## src/verilog/mipsControl_settings.svh

```systemverilog
`ifndef MIPSCONTROL_SETTINGS_SVH
`define MIPSCONTROL_SETTINGS_SVH

// instruction field widths
`define OPCODE_WIDTH 6
`define FUNCT_WIDTH  6

// width of the sequencer state code
`define STATE_WIDTH  6

// primary opcodes
`define OP_RTYPE 6'd0   // funct field selects the operation
`define OP_JUMP  6'd2
`define OP_BEQ   6'd4
`define OP_BNE   6'd5
`define OP_LW    6'd35
`define OP_SW    6'd43

// funct codes handled by the controller itself
`define FUNCT_NOP   6'd0   // only bumps the pc
`define FUNCT_BREAK 6'd13  // stops the sequencer

`endif

```

## src/verilog/mipsControlPkg.sv

```systemverilog
`default_nettype none

`include "mipsControl_settings.svh"

package mipsControlPkg;

  typedef enum logic [`STATE_WIDTH-1:0] {
    Fetch,
    FetchWait1,
    FetchWait2,
    IrLoad,
    Decode,
    LwRegLoad,
    LwAddrCalc,
    LwMemRead,
    LwWait1,
    LwWait2,
    LwMdrLoad,
    LwWriteBack,
    SwRegLoad,
    SwAddrCalc,
    SwMemWrite,
    RRegLoad,
    RAluOp,
    RWriteBack,
    BeqRegLoad,
    BeqResolve,
    BneRegLoad,
    BneResolve,
    PcIncrement,
    Halt
  } stateType;

  typedef enum logic [3:0] {
    RType,
    Jump,
    Load,
    Store,
    BranchEq,
    BranchNe,
    Nop,
    Break,
    Unknown
  } instrClassType;

  typedef enum logic [1:0] {
    Add   = 2'd0,
    Sub   = 2'd1,
    Funct = 2'd2,  // alu control looks at funct
    Pass  = 2'd3
  } aluOpType;

  typedef enum logic [1:0] {
    RegB     = 2'd0,
    Four     = 2'd1,
    Imm      = 2'd2,  // sign extended
    ImmShift = 2'd3   // sign extended, shifted left by two
  } aluSrcBType;

  typedef enum logic [1:0] {
    AluResult  = 2'd0,
    AluOut     = 2'd1,
    JumpTarget = 2'd2
  } pcSourceType;

endpackage

`default_nettype wire

```

## src/verilog/instrDecoder.sv

```systemverilog
`timescale 1ns/1ps
`default_nettype none

`include "mipsControl_settings.svh"

module instrDecoder
  import mipsControlPkg::*;
(
  input  logic [`OPCODE_WIDTH-1:0] opCode,
  input  logic [`FUNCT_WIDTH-1:0]  funct,
  output instrClassType            instrClass
);

  instrClassType rClass;  // class within the R-type group

  always_comb begin
    case (funct)
      `FUNCT_NOP:   rClass = Nop;
      `FUNCT_BREAK: rClass = Break;
      default:      rClass = RType;
    endcase
  end

  always_comb begin
    case (opCode)
      `OP_RTYPE: instrClass = rClass;
      `OP_JUMP:  instrClass = Jump;
      `OP_LW:    instrClass = Load;
      `OP_SW:    instrClass = Store;
      `OP_BEQ:   instrClass = BranchEq;
      `OP_BNE:   instrClass = BranchNe;
      default:   instrClass = Unknown;  // treated as a pc bump only
    endcase
  end

  // an X opcode would fall into Unknown and silently skip the instruction
  always_comb begin
    assert final (!$isunknown(opCode))
      else $error("instrDecoder: opCode has unknown bits (%b)", opCode);
  end

endmodule

`default_nettype wire

```

## src/verilog/controlSequencer.sv

```systemverilog
`timescale 1ns/1ps
`default_nettype none

module controlSequencer
  import mipsControlPkg::*;
(
  input  logic          Clock,
  input  logic          rst,
  input  instrClassType instrClass,
  output stateType      state
);

  stateType nextState;

  always_ff @(posedge Clock) begin
    if (rst) begin
      state <= Fetch;
    end else begin
      state <= nextState;
    end
  end

  // dispatch from Decode
  function automatic stateType decodeTarget(input instrClassType cls);
    stateType target;
    case (cls)
      RType:    target = RRegLoad;
      Jump:     target = Fetch;  // pc already written in Decode
      Load:     target = LwRegLoad;
      Store:    target = SwRegLoad;
      BranchEq: target = BeqRegLoad;
      BranchNe: target = BneRegLoad;
      Break:    target = Halt;
      default:  target = PcIncrement;  // Nop and Unknown
    endcase
    return target;
  endfunction

  always_comb begin
    case (state)
      // instruction fetch
      Fetch:       nextState = FetchWait1;
      FetchWait1:  nextState = FetchWait2;
      FetchWait2:  nextState = IrLoad;
      IrLoad:      nextState = Decode;
      Decode:      nextState = decodeTarget(instrClass);
      // load word
      LwRegLoad:   nextState = LwAddrCalc;
      LwAddrCalc:  nextState = LwMemRead;
      LwMemRead:   nextState = LwWait1;
      LwWait1:     nextState = LwWait2;
      LwWait2:     nextState = LwMdrLoad;
      LwMdrLoad:   nextState = LwWriteBack;
      LwWriteBack: nextState = PcIncrement;
      // store word
      SwRegLoad:   nextState = SwAddrCalc;
      SwAddrCalc:  nextState = SwMemWrite;
      SwMemWrite:  nextState = PcIncrement;
      // r-type
      RRegLoad:    nextState = RAluOp;
      RAluOp:      nextState = RWriteBack;
      RWriteBack:  nextState = PcIncrement;
      // branches bump the pc in the reg load state
      BeqRegLoad:  nextState = BeqResolve;
      BeqResolve:  nextState = Fetch;
      BneRegLoad:  nextState = BneResolve;
      BneResolve:  nextState = Fetch;
      PcIncrement: nextState = Fetch;
      Halt:        nextState = Halt;  // only rst gets out
      default:     nextState = Fetch;
    endcase
  end

  haltIsSticky: assert property (
    @(posedge Clock) (state == Halt && !rst) |=> (state == Halt)
  ) else $error("controlSequencer: left Halt without rst");

  decodeFollowsIrLoad: assert property (
    @(posedge Clock) (state == Decode) |-> ($past(state) == IrLoad)
  ) else $error("controlSequencer: Decode entered from %s", $past(state));

endmodule

`default_nettype wire

```

## src/verilog/controlWordGen.sv

```systemverilog
`timescale 1ns/1ps
`default_nettype none

module controlWordGen
  import mipsControlPkg::*;
(
  input  stateType      state,
  input  instrClassType instrClass,
  output logic          pcWrite,
  output logic          pcWriteCond,
  output logic          pcWriteCondNe,
  output logic          memWrite,
  output logic          iOrD,
  output logic          irWrite,
  output logic          regWrite,
  output logic          regDst,
  output logic          memToReg,
  output logic          aluSrcA,
  output logic          regALoad,
  output logic          regBLoad,
  output logic          aluOutLoad,
  output logic          mdrLoad,
  output aluOpType      aluOp,
  output aluSrcBType    aluSrcB,
  output pcSourceType   pcSource
);

  always_comb begin
    pcWrite       = 1'b0;
    pcWriteCond   = 1'b0;
    pcWriteCondNe = 1'b0;
    memWrite      = 1'b0;
    iOrD          = 1'b0;
    irWrite       = 1'b0;
    regWrite      = 1'b0;
    regDst        = 1'b0;
    memToReg      = 1'b0;
    aluSrcA       = 1'b0;  // pc
    regALoad      = 1'b0;
    regBLoad      = 1'b0;
    aluOutLoad    = 1'b0;
    mdrLoad       = 1'b0;
    aluOp         = Add;
    aluSrcB       = RegB;
    pcSource      = AluResult;

    case (state)
      IrLoad: irWrite = 1'b1;

      Decode: begin
        case (instrClass)
          RType: regDst = 1'b1;
          Jump: begin
            pcWrite  = 1'b1;
            pcSource = JumpTarget;
          end
          BranchEq, BranchNe: begin
            aluOutLoad = 1'b1;  // branch target pc + offset
            aluSrcB    = ImmShift;
          end
          default: ;
        endcase
      end

      LwRegLoad, SwRegLoad, RRegLoad: begin
        regALoad = 1'b1;
        regBLoad = 1'b1;
      end

      LwAddrCalc, SwAddrCalc: begin
        aluSrcA    = 1'b1;  // base register
        aluSrcB    = Imm;
        aluOutLoad = 1'b1;
      end

      LwMemRead, LwWait1, LwWait2: iOrD = 1'b1;  // data address held

      LwMdrLoad: mdrLoad = 1'b1;

      LwWriteBack: begin
        regWrite = 1'b1;
        memToReg = 1'b1;
      end

      SwMemWrite: begin
        iOrD     = 1'b1;
        memWrite = 1'b1;
      end

      RAluOp: begin
        aluSrcA    = 1'b1;
        aluOp      = Funct;
        aluOutLoad = 1'b1;
      end

      RWriteBack: begin
        aluSrcA  = 1'b1;
        aluOp    = Funct;
        regWrite = 1'b1;
        regDst   = 1'b1;  // rd is the target
      end

      PcIncrement, BeqRegLoad, BneRegLoad: begin
        pcWrite  = 1'b1;
        aluSrcB  = Four;
        regALoad = (state != PcIncrement);  // operands for the compare
        regBLoad = (state != PcIncrement);
      end

      BeqResolve, BneResolve: begin
        aluSrcA       = 1'b1;
        aluOp         = Sub;  // zero flag decides
        pcSource      = AluOut;
        pcWriteCond   = (state == BeqResolve);
        pcWriteCondNe = (state == BneResolve);
      end

      default: ;  // fetch waits and Halt keep everything low
    endcase
  end

  always_comb begin
    assert final (!(memWrite && regWrite))
      else $error("controlWordGen: memWrite and regWrite together in %s", state.name());
  end

endmodule

`default_nettype wire

```

## src/verilog/mipsControl.sv

```systemverilog
`timescale 1ns/1ps
`default_nettype none

`include "mipsControl_settings.svh"

module mipsControl
  import mipsControlPkg::*;
(
  input  logic                     Clock,
  input  logic                     rst,
  input  logic [`OPCODE_WIDTH-1:0] opCode,
  input  logic [`FUNCT_WIDTH-1:0]  funct,
  output logic                     pcWrite,
  output logic                     pcWriteCond,
  output logic                     pcWriteCondNe,
  output logic                     memWrite,
  output logic                     iOrD,
  output logic                     irWrite,
  output logic                     regWrite,
  output logic                     regDst,
  output logic                     memToReg,
  output logic                     aluSrcA,
  output logic                     regALoad,
  output logic                     regBLoad,
  output logic                     aluOutLoad,
  output logic                     mdrLoad,
  output aluOpType                 aluOp,
  output aluSrcBType               aluSrcB,
  output pcSourceType              pcSource,
  output stateType                 state
);

  instrClassType instrClass;

  instrDecoder u_instrDecoder (
    .opCode     (opCode),
    .funct      (funct),
    .instrClass (instrClass)
  );

  controlSequencer u_controlSequencer (
    .Clock      (Clock),
    .rst        (rst),
    .instrClass (instrClass),
    .state      (state)
  );

  controlWordGen u_controlWordGen (
    .state         (state),
    .instrClass    (instrClass),
    .pcWrite       (pcWrite),
    .pcWriteCond   (pcWriteCond),
    .pcWriteCondNe (pcWriteCondNe),
    .memWrite      (memWrite),
    .iOrD          (iOrD),
    .irWrite       (irWrite),
    .regWrite      (regWrite),
    .regDst        (regDst),
    .memToReg      (memToReg),
    .aluSrcA       (aluSrcA),
    .regALoad      (regALoad),
    .regBLoad      (regBLoad),
    .aluOutLoad    (aluOutLoad),
    .mdrLoad       (mdrLoad),
    .aluOp         (aluOp),
    .aluSrcB       (aluSrcB),
    .pcSource      (pcSource)
  );

endmodule

`default_nettype wire

```

## config.mk

```make
export PLATFORM = sky130hd
export DESIGN_NAME = mipsControl
export DESIGN_NICKNAME = d
export VERILOG_FILES = /design/src/verilog/mipsControlPkg.sv /design/src/verilog/instrDecoder.sv /design/src/verilog/controlSequencer.sv /design/src/verilog/controlWordGen.sv /design/src/verilog/mipsControl.sv
export VERILOG_INCLUDE_DIRS = /design/src /design/src/verilog
export SDC_FILE = /design/constraint.sdc
export NUM_CORES = 1
export LEC_CHECK = 0
export BUFFER_PORTS_ARGS = -buffer_cell sky130_fd_sc_hd__buf_2
export CAP_MARGIN = 40
export CORE_AREA = 8 8 51 53
export DETAILED_ROUTE_END_ITERATION = 12
export DIE_AREA = 0 0 59 61
export GPL_TIMING_DRIVEN = 0
export PLACE_DENSITY = 0.81
export SLEW_MARGIN = 20
export SYNTH_ARGS = -nofsm -noshare
export SYNTH_HDL_FRONTEND = slang
export SYNTH_SLANG_ARGS = --single-unit
export TNS_END_PERCENT = 1
```

## constraint.sdc

```tcl
create_clock -name Clock -period 4.35 [get_ports Clock]
set_input_delay 0.6525 -clock Clock [delete_from_list [all_inputs] [get_ports Clock]]
set_output_delay 0.6525 -clock Clock [all_outputs]
set_load 0.02 [all_outputs]
```

Yosys cells after proc, flatten, opt, wreduce, memory -nomap -nowiden
Index checks and enable logic that the tools add are counted.
{"block": "totals", "ff_bits": 6, "out_inout_bits": 26, "word_cells": 77}
{"block": "classes", "n_eq_ne": 36, "n_mux": 25, "n_reduce_logical": 15}
{"cell": "$pmux 6 s19", "n": 1}
{"cell": "$eq 6x4->1 const B", "n": 9}
{"cell": "$eq 6x5->1 const B", "n": 8}
{"cell": "$eq 6x3->1 const B", "n": 6}
{"cell": "$pmux 5 s7", "n": 1}
{"cell": "$pmux 4 s6", "n": 1}
{"cell": "$eq 6x2->1 const B", "n": 3}
{"cell": "$logic_not 6->1", "n": 3}
{"cell": "$eq 4x3->1 const B", "n": 3}
{"cell": "$eq 6x6->1 const B", "n": 2}
{"cell": "$mux 1", "n": 12}
{"cell": "$reduce_or 3->1", "n": 4}
{"cell": "$reduce_or 2->1", "n": 5}
{"cell": "$eq 4x2->1 const B", "n": 2}
{"cell": "$pmux 1 s2", "n": 4}
{"cell": "$pmux 2 s2", "n": 2}
{"cell": "$eq 6x1->1 const B", "n": 1}
{"cell": "$ne 6x5->1 const B", "n": 1}
{"cell": "$pmux 2 s3", "n": 1}
{"cell": "$pmux 3 s2", "n": 1}
{"cell": "$reduce_or 6->1", "n": 1}
{"cell": "$eq 4x1->1 const B", "n": 1}
{"cell": "$logic_not 4->1", "n": 1}
{"cell": "$mux 2", "n": 2}
{"cell": "$reduce_or 4->1", "n": 1}

Longest topological paths before layout
Gate-level depths: netlist of run 1.
{"block": "logic_depth", "depth_word": 7, "mapped_depth": 7}

By module
From an unflattened synthesis of run 1, not the netlist that was laid out.
{"block": "unflattened", "hier_cells": 147, "area_unflattened_um2": 1028.5}
{"mod": "controlSequencer", "n_inst": 1, "cells_each": 67, "area_each_um2": 506.7}
{"mod": "controlWordGen", "n_inst": 1, "cells_each": 60, "area_each_um2": 380.4}
{"mod": "instrDecoder", "n_inst": 1, "cells_each": 20, "area_each_um2": 141.4}

Worst setup path before layout of run 1
Ideal clock, no wire load.
{"block": "synth_timing", "kind": "reg-to-output", "start": "reg u_controlSequencer.state[1]", "end": "out regBLoad", "arrival_ns": 2.162, "setup_slack_ns": 1.536, "path_stages_with_launch": 6, "path_cell_list": "dfxtp_1 > clkbuf_1 > clkbuf_1 > xor2_1 > o32ai_1 > buf_4"}
{"block": "synth_via", "elab_chain_len": 3, "word_cells_on_any_way": 10, "classes_between": "7 x eq/ne; 1 x mux; 2 x reduce/logical"}
{"item": "start: declaration", "line_no": "controlSequencer.sv:10", "source": "output stateType state"}
{"item": "start signal: assignment", "line_no": "controlSequencer.sv:17", "source": "state <= Fetch;"}
{"item": "start signal: assignment", "line_no": "controlSequencer.sv:19", "source": "state <= nextState;"}
{"item": "$eq 6x5->1, or another cell as far along"}
{"item": "$reduce_or 3->1"}
{"item": "$pmux 1 s2 (*)"}
{"item": "end: declaration", "line_no": "mipsControl.sv:24", "source": "output logic regBLoad,"}
Mark *: on every way between the ends. The rest lies on a longest branch, timed or not.

Final worst setup path of run 1
{"block": "layout_timing", "start": "reg u_controlSequencer.state[1]", "end": "out regBLoad"}
{"block": "layout_via", "elab_chain_len": 3, "word_cells_on_any_way": 10, "classes_between": "7 x eq/ne; 1 x mux; 2 x reduce/logical"}
{"item": "$eq 6x5->1, or another cell as far along", "line_no": "controlWordGen.sv:47", "source": "case (state)"}
{"item": "$reduce_or 3->1", "line_no": "controlWordGen.sv:47"}
{"item": "$pmux 1 s2 (*)", "line_no": "controlWordGen.sv:47"}
Marked as above.

==> flow_metrics.py, run 1 <==
metrics = {
    "logic_synthesis": {
        "synthFlopType": "dfxtp_1",
        "syn_avg_cell_area_um2": 6.47,
        "ys_warn_count": 0,
        "synthCells": 131,
        "synth_fa_ha_area_share_pct": 0,
        "synth-simple-area-share_pct": 40.5,
        "synth-compound-area-share_pct": 33.1,
        "syn-cell-area_um2": 847,
        "synth_cell_type_count": 48,
        "synth_fp_nets": 145,
        "synth-xor-area-share_pct": 6.20,
        "ys_ff_latch": 5,
        "synth_edf_count": 0,
        "async_flop_share_pct": 0,
        "ys_seq_area_share_pct": 11.8,
        "muxShareOfSynthArea_pct": 0,
        "synth_top_family_by_area": "simple AND/OR/NAND/NOR gates",
    },
    "route": {
        "antenna_left": 0,
        "drt-initial-drc-count": 54,
        "firstDrtPassIters": 4,
        "vias": 1186,
        "routedWlPerCell_um": 15.2,
        "remaining_drc_errors": 0,
        "viasPerCell": 5.93,
        "drt_wl_total_um": 3040,
    },
    "floorplanning": {
        "die-width_um": 59,
        "start_util_pct": 46.0,
        "die_area_um2": 3600,
        "ios": 40,
        "coreArea_um2": 1840,
        "row_count": 16,
        "die-height_um": 61,
    },
    "layout": {
        "final_cell_mix": "buf_2 (38), nor2_1 (15), clkbuf_1 (9)",
        "drive_gt1_share_pct": 26.6,
        "regArea_um2": 100,
        "largest-register": "u_controlSequencer.state",
        "reg_top3": "u_controlSequencer.state (5)",
        "largest_reg_flops": 5,
        "multi_input_area_um2": 679,
        "area_growth_pct": 29.5,
        "diodes": 0,
        "fillCellCount": 198,
        "final_common_cell": "buf_2",
        "nets": 188,
        "fin_area_um2": 1100,
    },
    "clock_tree": {
        "cts_root_buf": "clkbuf_4",
        "cts.sinks": 5,
        "clk_pin_slew_ps": 40,
        "cts_hold_buffers": 0,
        "postCtsSetupRepairBufs": 0,
        "cts_buffer_depth": 2,
        "clkLatencyLatePin_ps": 240,
        "cts_tree": "yes",
        "htree_levels": 1,
        "cts_buffers": 3,
        "cts_resized": 0,
    },
    "global_route": {
        "grt_max_degree": 11,
        "grt_pass1_wl_um": 5110,
        "grt_antenna_before_repair": 0,
        "overflow": 0,
        "grt.total_usage_pct": 17.6,
        "grt_pass1_vias": 1145,
    },
    "min_path": {
        "hold_class": "input pin to flop",
    },
    "sta": {
        "drv_slew": 0,
        "rsz0062_at_grt": "false",
        "setup_viol": 0,
        "max_slew_margin_pct": 55.0,
        "post-route-min-period_ps": 3030,
        "finalClockSkew_ps": 1.64,
        "final_hold_viol_count": 0,
        "period_share_pct": 69.6,
        "final.setup.worst_slack_ps": 1320,
        "fin_setup_tns_ps": 0,
        "max_freq_ghz": 0.331,
        "tightest_slew_ps": 658,
    },
    "pwr": {
        "power_density_nw_per_um2": 498,
        "leakagePower_nw": 0.489,
        "vdd_drop_max_mv": 0.237,
    },
    "worst_setup_path": {
        "reg2reg_depth": 4,
        "cp_max_fo": 10,
        "reg2reg_from": "u_controlSequencer.state[2]$_SDFF_PP0_",
        "endpoint": "regBLoad",
        "critPathCaptureType": "output port",
        "regToRegSetupSlack_ps": 2430,
        "arrival_ps": 2370,
        "required_ps": 3700,
        "crit_type": "flop to output port",
        "r2r_end": "u_controlSequencer.state[3]$_SDFF_PP0_",
        "worst_setup_path_start_kind": "flop",
        "startpoint": "u_controlSequencer.state[1]$_SDFF_PP0_",
    },
    "placed_design": {
        "pre_cts_ws_ps": 1510,
        "io_buffers": 38,
        "place_congestion": 0.964,
        "dpl.hpwl_um": 2420,
        "dpl_cell_area_um2": 1070,
    },
    "job": {
        "cap_violations": 0,
    },
    "run_status": {
        "status": "completed",
    },
}
## Yosys cell counts, types with 2 or more instances
cell type,count,area [um2]
a211o_1,2,17.5
a21o_1,2,15.0
a21oi_1,4,20.0
a221oi_1,3,26.3
a31oi_1,3,18.8
and2_1,3,18.8
and3_1,2,12.5
buf_1,2,7.51
buf_4,2,15.0
clkbuf_1,8,30.0
dfxtp_1,5,100
inv_1,4,15.0
nand2_1,7,26.3
nand2b_1,4,25.0
nand3_1,6,30.0
nand4_1,4,25.0
nor2_1,15,56.3
nor2b_1,5,31.3
nor3_1,8,40.0
o21ai_0,8,40.0
o22ai_1,2,12.5
o31ai_1,2,15.0
xnor2_1,2,17.5
xor2_1,4,35.0
## worst max-delay path, stage by stage (launching register included)
cell and delay, ps:
dfxtp_1 400, clkbuf_1 380, clkbuf_1 460, xor2_1 140, o32ai_1 430, buf_4 180, buf_2 150
## kinds of logic (layout without fill, tap and decap cells)
family | count (synthesis) | count (layout)
buffers and inverters | 16 | 58
other | 1 | 1
AOI/OAI and AO/OA | 39 | 39
xor gates and xnor gates | 6 | 6
DFF | 5 | 5
and+or+nand+nor | 64 | 64
## stage by stage
stage | instances | total power, mW | util [%] | hold WS, ps
5_1_grt | 200 | 0.591 | 59.6 | 755
2_1_floorplan | 131 | 0.374 | - | 698
3_3_place_gp | 196 | 0.483 | 58.2 | 750
4_1_cts | 200 | 0.543 | 59.6 | 745
6_report | 200 | 0.547 | 59.6 | 743
3_5_place_dp | 196 | 0.486 | 58.2 | 767
## where the power goes
part,total [mW],switching [mW],internal [mW]
Clock,0.0541,0.0194,0.0347
Combinational,0.412,0.270,0.142
Sequential,0.0806,0.0183,0.0624
Total,0.547,0.307,0.239
## area by class of cell
| class | count | share of cell area (%) |
|---|---|---|
| Tap cell | 27 | 3.08 |
| Timing Repair Buffer | 38 | 17.3 |
| Buffer | 12 | 4.79 |
| Inverter | 4 | 1.37 |
| Multi-Input combinational cell | 110 | 61.9 |
| Clock buffer | 4 | 2.39 |
| Sequential cell | 5 | 9.12 |
## worst min-delay path by stage
stage,end,from,depth (start not counted)
floorplan,u_controlSequencer.state[2]$_SDFF_PP0_,u_controlSequencer.state[1]$_SDFF_PP0_,2
global placement,u_controlSequencer.state[4]$_SDFF_PP0_,u_controlSequencer.state[0]$_SDFF_PP0_,3
detailed placement,u_controlSequencer.state[2]$_SDFF_PP0_,u_controlSequencer.state[1]$_SDFF_PP0_,2
CTS,u_controlSequencer.state[2]$_SDFF_PP0_,rst,4
global route,u_controlSequencer.state[2]$_SDFF_PP0_,rst,4
finish,u_controlSequencer.state[2]$_SDFF_PP0_,rst,4
## routing by layer
layer	up-vias	share of wire (%)	track usage [%]
li1	571	-	-
met1	559	41	18.6
met2	52	50	33.3
met3	4	7.7	5.93
met4	0	0.66	2.73
met5	-	0	0
No activity file was read; power rests on OpenSTA's default activity.
==> run 2: changes to the inputs <==
--- a/config.mk
+++ b/config.mk
@@ -8,11 +8,11 @@
 export LEC_CHECK = 0
 export BUFFER_PORTS_ARGS = -buffer_cell sky130_fd_sc_hd__buf_2
 export CAP_MARGIN = 40
-export CORE_AREA = 8 8 51 53
+export CORE_AREA = 8 8 52 54
 export DETAILED_ROUTE_END_ITERATION = 12
-export DIE_AREA = 0 0 59 61
+export DIE_AREA = 0 0 60 62
 export GPL_TIMING_DRIVEN = 0
-export PLACE_DENSITY = 0.81
+export PLACE_DENSITY = 0.78
 export SLEW_MARGIN = 20
 export SYNTH_ARGS = -nofsm -noshare
 export SYNTH_HDL_FRONTEND = slang
==> constraint.sdc (replaced) <==
create_clock -name Clock -period 3 [get_ports Clock]
set_input_delay 0.45 -clock Clock [delete_from_list [all_inputs] [get_ports Clock]]
set_output_delay 0.45 -clock Clock [all_outputs]
set_load 0.02 [all_outputs]
==> run 2 against run 1 <==
Against the previous run:
- wire length rose by 0.43%
- die area rose by 3.4%
- via count fell by 0.84%
- sequential cell count did not move
- power rose by 46%
- design area did not move
- critical path depth fell by 1
- register-to-register slack got worse by 1400 ps
- utilization fell by 1.9 points
- sequential power rose by 44%
==> flow_metrics.py, run 2 (synthesis gave the netlist of run 1 again) <==
metrics = {
    "run_status": {
        "status": "completed",
    },
    "clock_tree": {
        "cts_root_buf": "clkbuf_4",
        "clkLatencyLatePin_ps": 270,
        "cts_tree": "yes",
        "cts.sinks": 5,
        "postCtsSetupRepairBufs": 0,
        "cts_buffer_depth": 2,
        "clk_pin_slew_ps": 40,
        "cts_resized": 0,
        "htree_levels": 1,
        "cts_buffers": 3,
        "cts_hold_buffers": 0,
    },
    "pwr": {
        "internal_power_mw": 0.348,
        "clock_power_share_pct": 11.0,
        "p_sw_share_pct": 56.5,
        "power_density_nw_per_um2": 728,
        "seq_power_share_pct": 14.5,
        "p_sw_mw": 0.451,
        "leakagePower_nw": 0.489,
        "power_frac_comb_pct": 74.4,
        "vdd_drop_max_mv": 0.450,
    },
    "layout": {
        "nets": 188,
        "area_growth_pct": 29.5,
        "largest-register": "u_controlSequencer.state",
        "diodes": 0,
        "reg_top3": "u_controlSequencer.state (5)",
        "final_common_cell": "buf_2",
        "fin_area_um2": 1100,
        "drive_gt1_share_pct": 26.6,
        "final_cell_mix": "buf_2 (38), nor2_1 (15), clkbuf_1 (9)",
        "largest_reg_flops": 5,
    },
    "placed_design": {
        "place_congestion": 0.950,
        "io_buffers": 38,
        "dpl.hpwl_um": 2380,
        "dpl_cell_area_um2": 1070,
    },
    "worst_setup_path": {
        "cp_slowest_cell": "a2111oi_0",
        "reg2reg_depth": 4,
        "regToRegSetupSlack_ps": 1030,
        "r2r_end": "u_controlSequencer.state[3]$_SDFF_PP0_",
        "critPathTopFamily": "compound AO/OA/AOI/OAI gates",
        "cp_max_fo": 7,
        "cpPeakStageDelay_ps": 690,
        "cp.depth": 5,
        "path_buf_inv": 1,
        "endpoint": "regDst",
        "crit_type": "flop to output port",
        "reg2reg_from": "u_controlSequencer.state[2]$_SDFF_PP0_",
        "worst_setup_path_start_kind": "flop",
        "arrival_ps": 2310,
        "startpoint": "u_controlSequencer.state[2]$_SDFF_PP0_",
        "critPathCaptureType": "output port",
        "required_ps": 2550,
        "path_cells": "or3b_1 -> a2111oi_0 -> nand4_1 -> o21ai_0 -> buf_2",
    },
    "global_route": {
        "grt_max_degree": 11,
        "grt_antenna_before_repair": 0,
        "overflow": 0,
        "grt_pass1_wl_um": 4810,
        "grt_pass1_vias": 1086,
        "grt.total_usage_pct": 16.5,
    },
    "sta": {
        "setup_viol": 0,
        "rsz0062_at_grt": "false",
        "drv_slew": 0,
        "max_freq_ghz": 0.362,
        "finalClockSkew_ps": 15.7,
        "fin_setup_tns_ps": 0,
        "final_hold_viol_count": 0,
        "tightest_slew_ps": 768,
        "max_slew_margin_pct": 47.5,
        "period_share_pct": 92.1,
        "post-route-min-period_ps": 2760,
    },
    "floorplanning": {
        "die_area_um2": 3720,
        "coreArea_um2": 1900,
        "die-height_um": 62,
        "row_count": 16,
        "die-width_um": 60,
        "start_util_pct": 44.5,
        "ios": 40,
    },
    "route": {
        "firstDrtPassIters": 4,
        "remaining_drc_errors": 0,
        "vias": 1176,
        "routedWlPerCell_um": 15.3,
        "antenna_left": 0,
        "drt-initial-drc-count": 66,
        "drt_wl_total_um": 3050,
        "viasPerCell": 5.88,
    },
    "min_path": {
        "hold_class": "input pin to flop",
    },
    "job": {
        "cap_violations": 0,
    },
}
[run 2: how the worst min path moves through the flow]
stage | from | end | slack (ps) | cells after the start
5_1_grt | rst | u_controlSequencer.state[2]$_SDFF_PP0_ | 530 | 4
4_1_cts | rst | u_controlSequencer.state[2]$_SDFF_PP0_ | 530 | 4
3_3_place_gp | u_controlSequencer.state[0]$_SDFF_PP0_ | u_controlSequencer.state[4]$_SDFF_PP0_ | 750 | 3
6_report | rst | u_controlSequencer.state[2]$_SDFF_PP0_ | 530 | 4
2_1_floorplan | rst | u_controlSequencer.state[2]$_SDFF_PP0_ | 630 | 3
3_5_place_dp | u_controlSequencer.state[0]$_SDFF_PP0_ | u_controlSequencer.state[4]$_SDFF_PP0_ | 770 | 3
[run 2: cell type report]
| type | count | area [um2] |
|---|---|---|
| buffer | 12 | 52.6 |
| sequential | 5 | 100 |
| fill | 189 | 805 |
| multi-input combinational | 110 | 679 |
| inverter | 4 | 15.0 |
| timing repair buffer | 38 | 190 |
| clock buffer | 4 | 26.3 |
| tap | 27 | 33.8 |
[run 2: metrics by stage]
step | hold WS, ps | power (mW) | util (%) | setup slack, ps | std cells
after floorplan | 625 | 0.542 | - | 388 | 131
after global placement | 746 | 0.699 | 56.3 | 578 | 196
after detailed placement | 774 | 0.700 | 56.3 | 543 | 196
after CTS | 528 | 0.787 | 57.7 | 290 | 200
after global routing | 535 | 0.858 | 57.7 | 77.5 | 200
final | 527 | 0.799 | 57.7 | 238 | 200
[run 2: tightest hold or removal path, cell delays in order]
cell and delay, ps:
buf_2 110, nor2_1 40, o21ai_0 60, a221oi_1 60
[run 2: routing by layer]
metal,GRT usage (%),routed length (um)
met5,0,0
met4,9.86,59
met3,3.70,304
met2,28.3,1480
met1,18.2,1210
[run 2: power groups by stage]
| stage | registers, mW | clock network (mW) | logic, mW |
|---|---|---|---|
| after CTS | 0.116 | 0.0835 | 0.588 |
| after global placement | 0.115 | 0 | 0.584 |
| after floorplan | 0.142 | 0 | 0.401 |
| after global routing | 0.120 | 0.0912 | 0.647 |
| final | 0.116 | 0.0882 | 0.595 |
| after detailed placement | 0.117 | 0 | 0.583 |
==> run 3: changes to the inputs <==
--- a/config.mk
+++ b/config.mk
@@ -8,13 +8,15 @@
 export LEC_CHECK = 0
 export BUFFER_PORTS_ARGS = -buffer_cell sky130_fd_sc_hd__buf_2
 export CAP_MARGIN = 40
-export CORE_AREA = 8 8 52 54
+export CORE_AREA = 8 8 55 57
 export DETAILED_ROUTE_END_ITERATION = 12
-export DIE_AREA = 0 0 60 62
+export DIE_AREA = 0 0 63 65
 export GPL_TIMING_DRIVEN = 0
 export PLACE_DENSITY = 0.78
+export SETUP_SLACK_MARGIN = 0.4
 export SLEW_MARGIN = 20
 export SYNTH_ARGS = -nofsm -noshare
 export SYNTH_HDL_FRONTEND = slang
+export SYNTH_HIERARCHICAL = 1
 export SYNTH_SLANG_ARGS = --single-unit
 export TNS_END_PERCENT = 1
==> run 3 against run 2 <==
Against the previous run:
- final cell count up 11%
- clock skew down 12 ps
- critical path depth up 2
- critical endpoint is now pcWrite
- largest cell class unchanged
- highest routed layer is now met3
==> flow_metrics.py, run 3 <==
metrics = {
    "logic_synthesis": {
        "ys_seq_area_share_pct": 9.73,
        "synthFlopType": "dfxtp_1",
        "synth_fp_nets": 161,
        "ys_warn_count": 6,
        "synth_cell_type_count": 52,
        "syn_avg_cell_area_um2": 7.00,
        "synthTopCellsByArea": "dfxtp_1 (9.7%), nor2_1 (5.1%), nand2_1 (4.7%), xor2_1 (4.3%), o21ai_0 (3.9%)",
        "syn-cell-area_um2": 1030,
        "async_flop_share_pct": 0,
        "yosys.cell_count.top_type": "nor2_1",
        "synthCells": 147,
        "yosysTopAreaCell": "dfxtp_1",
        "synth_edf_count": 0,
        "ys_ff_latch": 5,
        "synth_top_area_share_pct": 9.73,
        "synthTopCellsByCount": "nor2_1 (14), nand2_1 (13), o21ai_0 (8)",
    },
    "placed_design": {
        "dpl.hpwl_um": 2310,
        "placed_cells": 213,
        "pre_cts_ws_ps": 128,
        "io_buffers": 38,
        "place_congestion": 0.883,
    },
    "worst_setup_path": {
        "critPathTopFamily": "simple AND/OR/NAND/NOR gates",
        "cp_max_fo": 3,
        "critPathCaptureType": "output port",
        "arrival_ps": 2180,
        "required_ps": 2550,
        "crit_top_cell": "or4_4",
        "crit_type": "input pin to output port",
        "path_buf_inv": 3,
        "worst_setup_path_start_kind": "input pin",
        "cp_slowest_cell": "or4_4",
        "path_cells": "buf_2 -> or4_4 -> or4_4 -> o311ai_4 -> inv_2 -> o31ai_4 -> buf_6",
        "cpPeakStageDelay_ps": 560,
    },
    "route": {
        "vias": 1251,
        "viasPerCell": 5.66,
        "antenna_left": 0,
        "drt-initial-drc-count": 53,
        "drt_wl_total_um": 3050,
        "routedWlPerCell_um": 13.8,
        "firstDrtPassIters": 4,
        "remaining_drc_errors": 0,
    },
    "floorplanning": {
        "die-height_um": 65,
        "coreArea_um2": 2150,
        "ios": 40,
        "row_count": 17,
        "die_area_um2": 4100,
        "die-width_um": 63,
        "start_util_pct": 47.9,
    },
    "layout": {
        "largest-register": "u_controlSequencer/state",
        "final_cell_mix": "buf_2 (43), nor2_1 (14), nand2_1 (13)",
        "nets": 208,
        "diodes": 0,
        "area_growth_pct": 36.4,
        "largest_reg_flops": 5,
        "utilization_pct": 65.3,
        "final_common_cell": "buf_2",
        "reg_top3": "u_controlSequencer/state (5)",
        "final_cells": 221,
        "drive_gt1_share_pct": 38.3,
    },
    "clock_tree": {
        "cts_buffer_depth": 2,
        "htree_levels": 1,
        "cts_root_buf": "clkbuf_4",
        "cts.sinks": 5,
        "cts_tree": "yes",
        "cts_buffers": 3,
        "clkLatencyLatePin_ps": 240,
        "clk_pin_slew_ps": 40,
    },
    "pwr": {
        "p_sw_share_pct": 52.3,
        "seq_power_share_pct": 15.4,
        "leakagePower_nw": 0.635,
        "internal_power_mw": 0.442,
        "p_sw_mw": 0.486,
        "vdd_drop_max_mv": 0.467,
        "power_frac_comb_pct": 76.4,
        "power_density_nw_per_um2": 662,
        "clock_power_share_pct": 8.2,
    },
    "sta": {
        "max_freq_ghz": 0.381,
        "finalClockSkew_ps": 3.33,
        "rsz0062_at_grt": "true",
        "period_share_pct": 87.5,
        "final.setup.worst_slack_ps": 375,
        "final_hold_viol_count": 0,
        "post-route-min-period_ps": 2630,
        "timing.hold.ws_ps": 663,
        "fin_setup_tns_ps": 0,
        "drv_slew": 0,
        "setup_viol": 0,
    },
    "global_route": {
        "grt_pass1_wl_um": 5240,
        "grt_antenna_before_repair": 0,
        "grt.total_usage_pct": 14.3,
        "grt_max_degree": 11,
        "overflow": 0,
        "grt_pass1_vias": 1229,
    },
    "run_status": {
        "status": "completed",
    },
    "min_path": {
        "hold_class": "input pin to flop",
    },
    "job": {
        "cap_violations": 0,
    },
}
run 3: cell count changes after synthesis, sizes merged, moves of 4 or more:
cell    change
nor4        +4
nand2       +6
buf         +8
clkbuf      -6
nor3        -5
nor2b       -5
run 3: final cells by class:
type	count	area, um2
buffer	14	104
timing repair buffer	42	226
multi-input combinational	122	888
fill	198	746
clock buffer	4	26.3
inverter	6	22.5
sequential	5	100
tap	28	35.0
run 3: power groups by stage:
stage               Sequential [mW]  Combinational, mW  Clock (mW)
floorplan                     0.164              0.517           0
global placement              0.142              0.685           0
detailed placement            0.144              0.695           0
CTS                           0.143              0.704      0.0771
global route                  0.149              0.787      0.0833
finish                        0.143              0.709      0.0760
run 3: worst reg2reg max path, stage by stage (launching register included):
cell     delay [ps]
dfxtp_1         500
buf_2           270
xor2_1          160
nand2_1          80
a31oi_2         310
nor2_1           90
run 3: stage by stage:
stage | total power, mW | cell area (um2)
2_1_floorplan | 0.682 | 1060
3_3_place_gp | 0.828 | 1290
3_5_place_dp | 0.840 | 1290
4_1_cts | 0.925 | 1380
5_1_grt | 1.02 | 1400
6_report | 0.928 | 1400
run 3: cells by family (layout without fill, tap and decap cells):
family,Yosys count,count (layout),share of synthesized area [%]
simple gates,70,70,40.6
compound gates,41,41,28.0
buf+inv,20,66,12.3
xor+xnor,7,7,5.96
flops,5,5,9.73
mux,2,2,1.95
fa+ha+maj,1,1,1.09
other cells,1,1,0.365
run 3: worst paths after layout:
check | start | end | slack [ps] | depth (start not counted)
max | funct[4] | pcWrite | 370 | 7
min reg2reg | u_controlSequencer/state[4]$_SDFF_PP0_ | u_controlSequencer/state[4]$_SDFF_PP0_ | 710 | 2
max reg2reg | u_controlSequencer/state[2]$_SDFF_PP0_ | u_controlSequencer/state[3]$_SDFF_PP0_ | 1460 | 5
min | rst | u_controlSequencer/state[0]$_SDFF_PP0_ | 660 | 4
run 3: what timing repair did:
| item | 4_1_cts | 5_1_grt |
|---|---|---|
| hold buffers | 0 | 0 |
| resized for setup | 11 | 2 |
| setup endpoints to repair | 6 | 7 |
| pin swaps | 3 | 0 |
| buffers inserted | 3 | 1 |
run 3: layer usage:
metal	up-vias	global-route usage [%]	wire, um
met5	-	0	0
met4	0	3.70	0
met3	0	2.92	161
li1	639	-	-
met1	587	15.7	1340
met2	25	27.0	1550
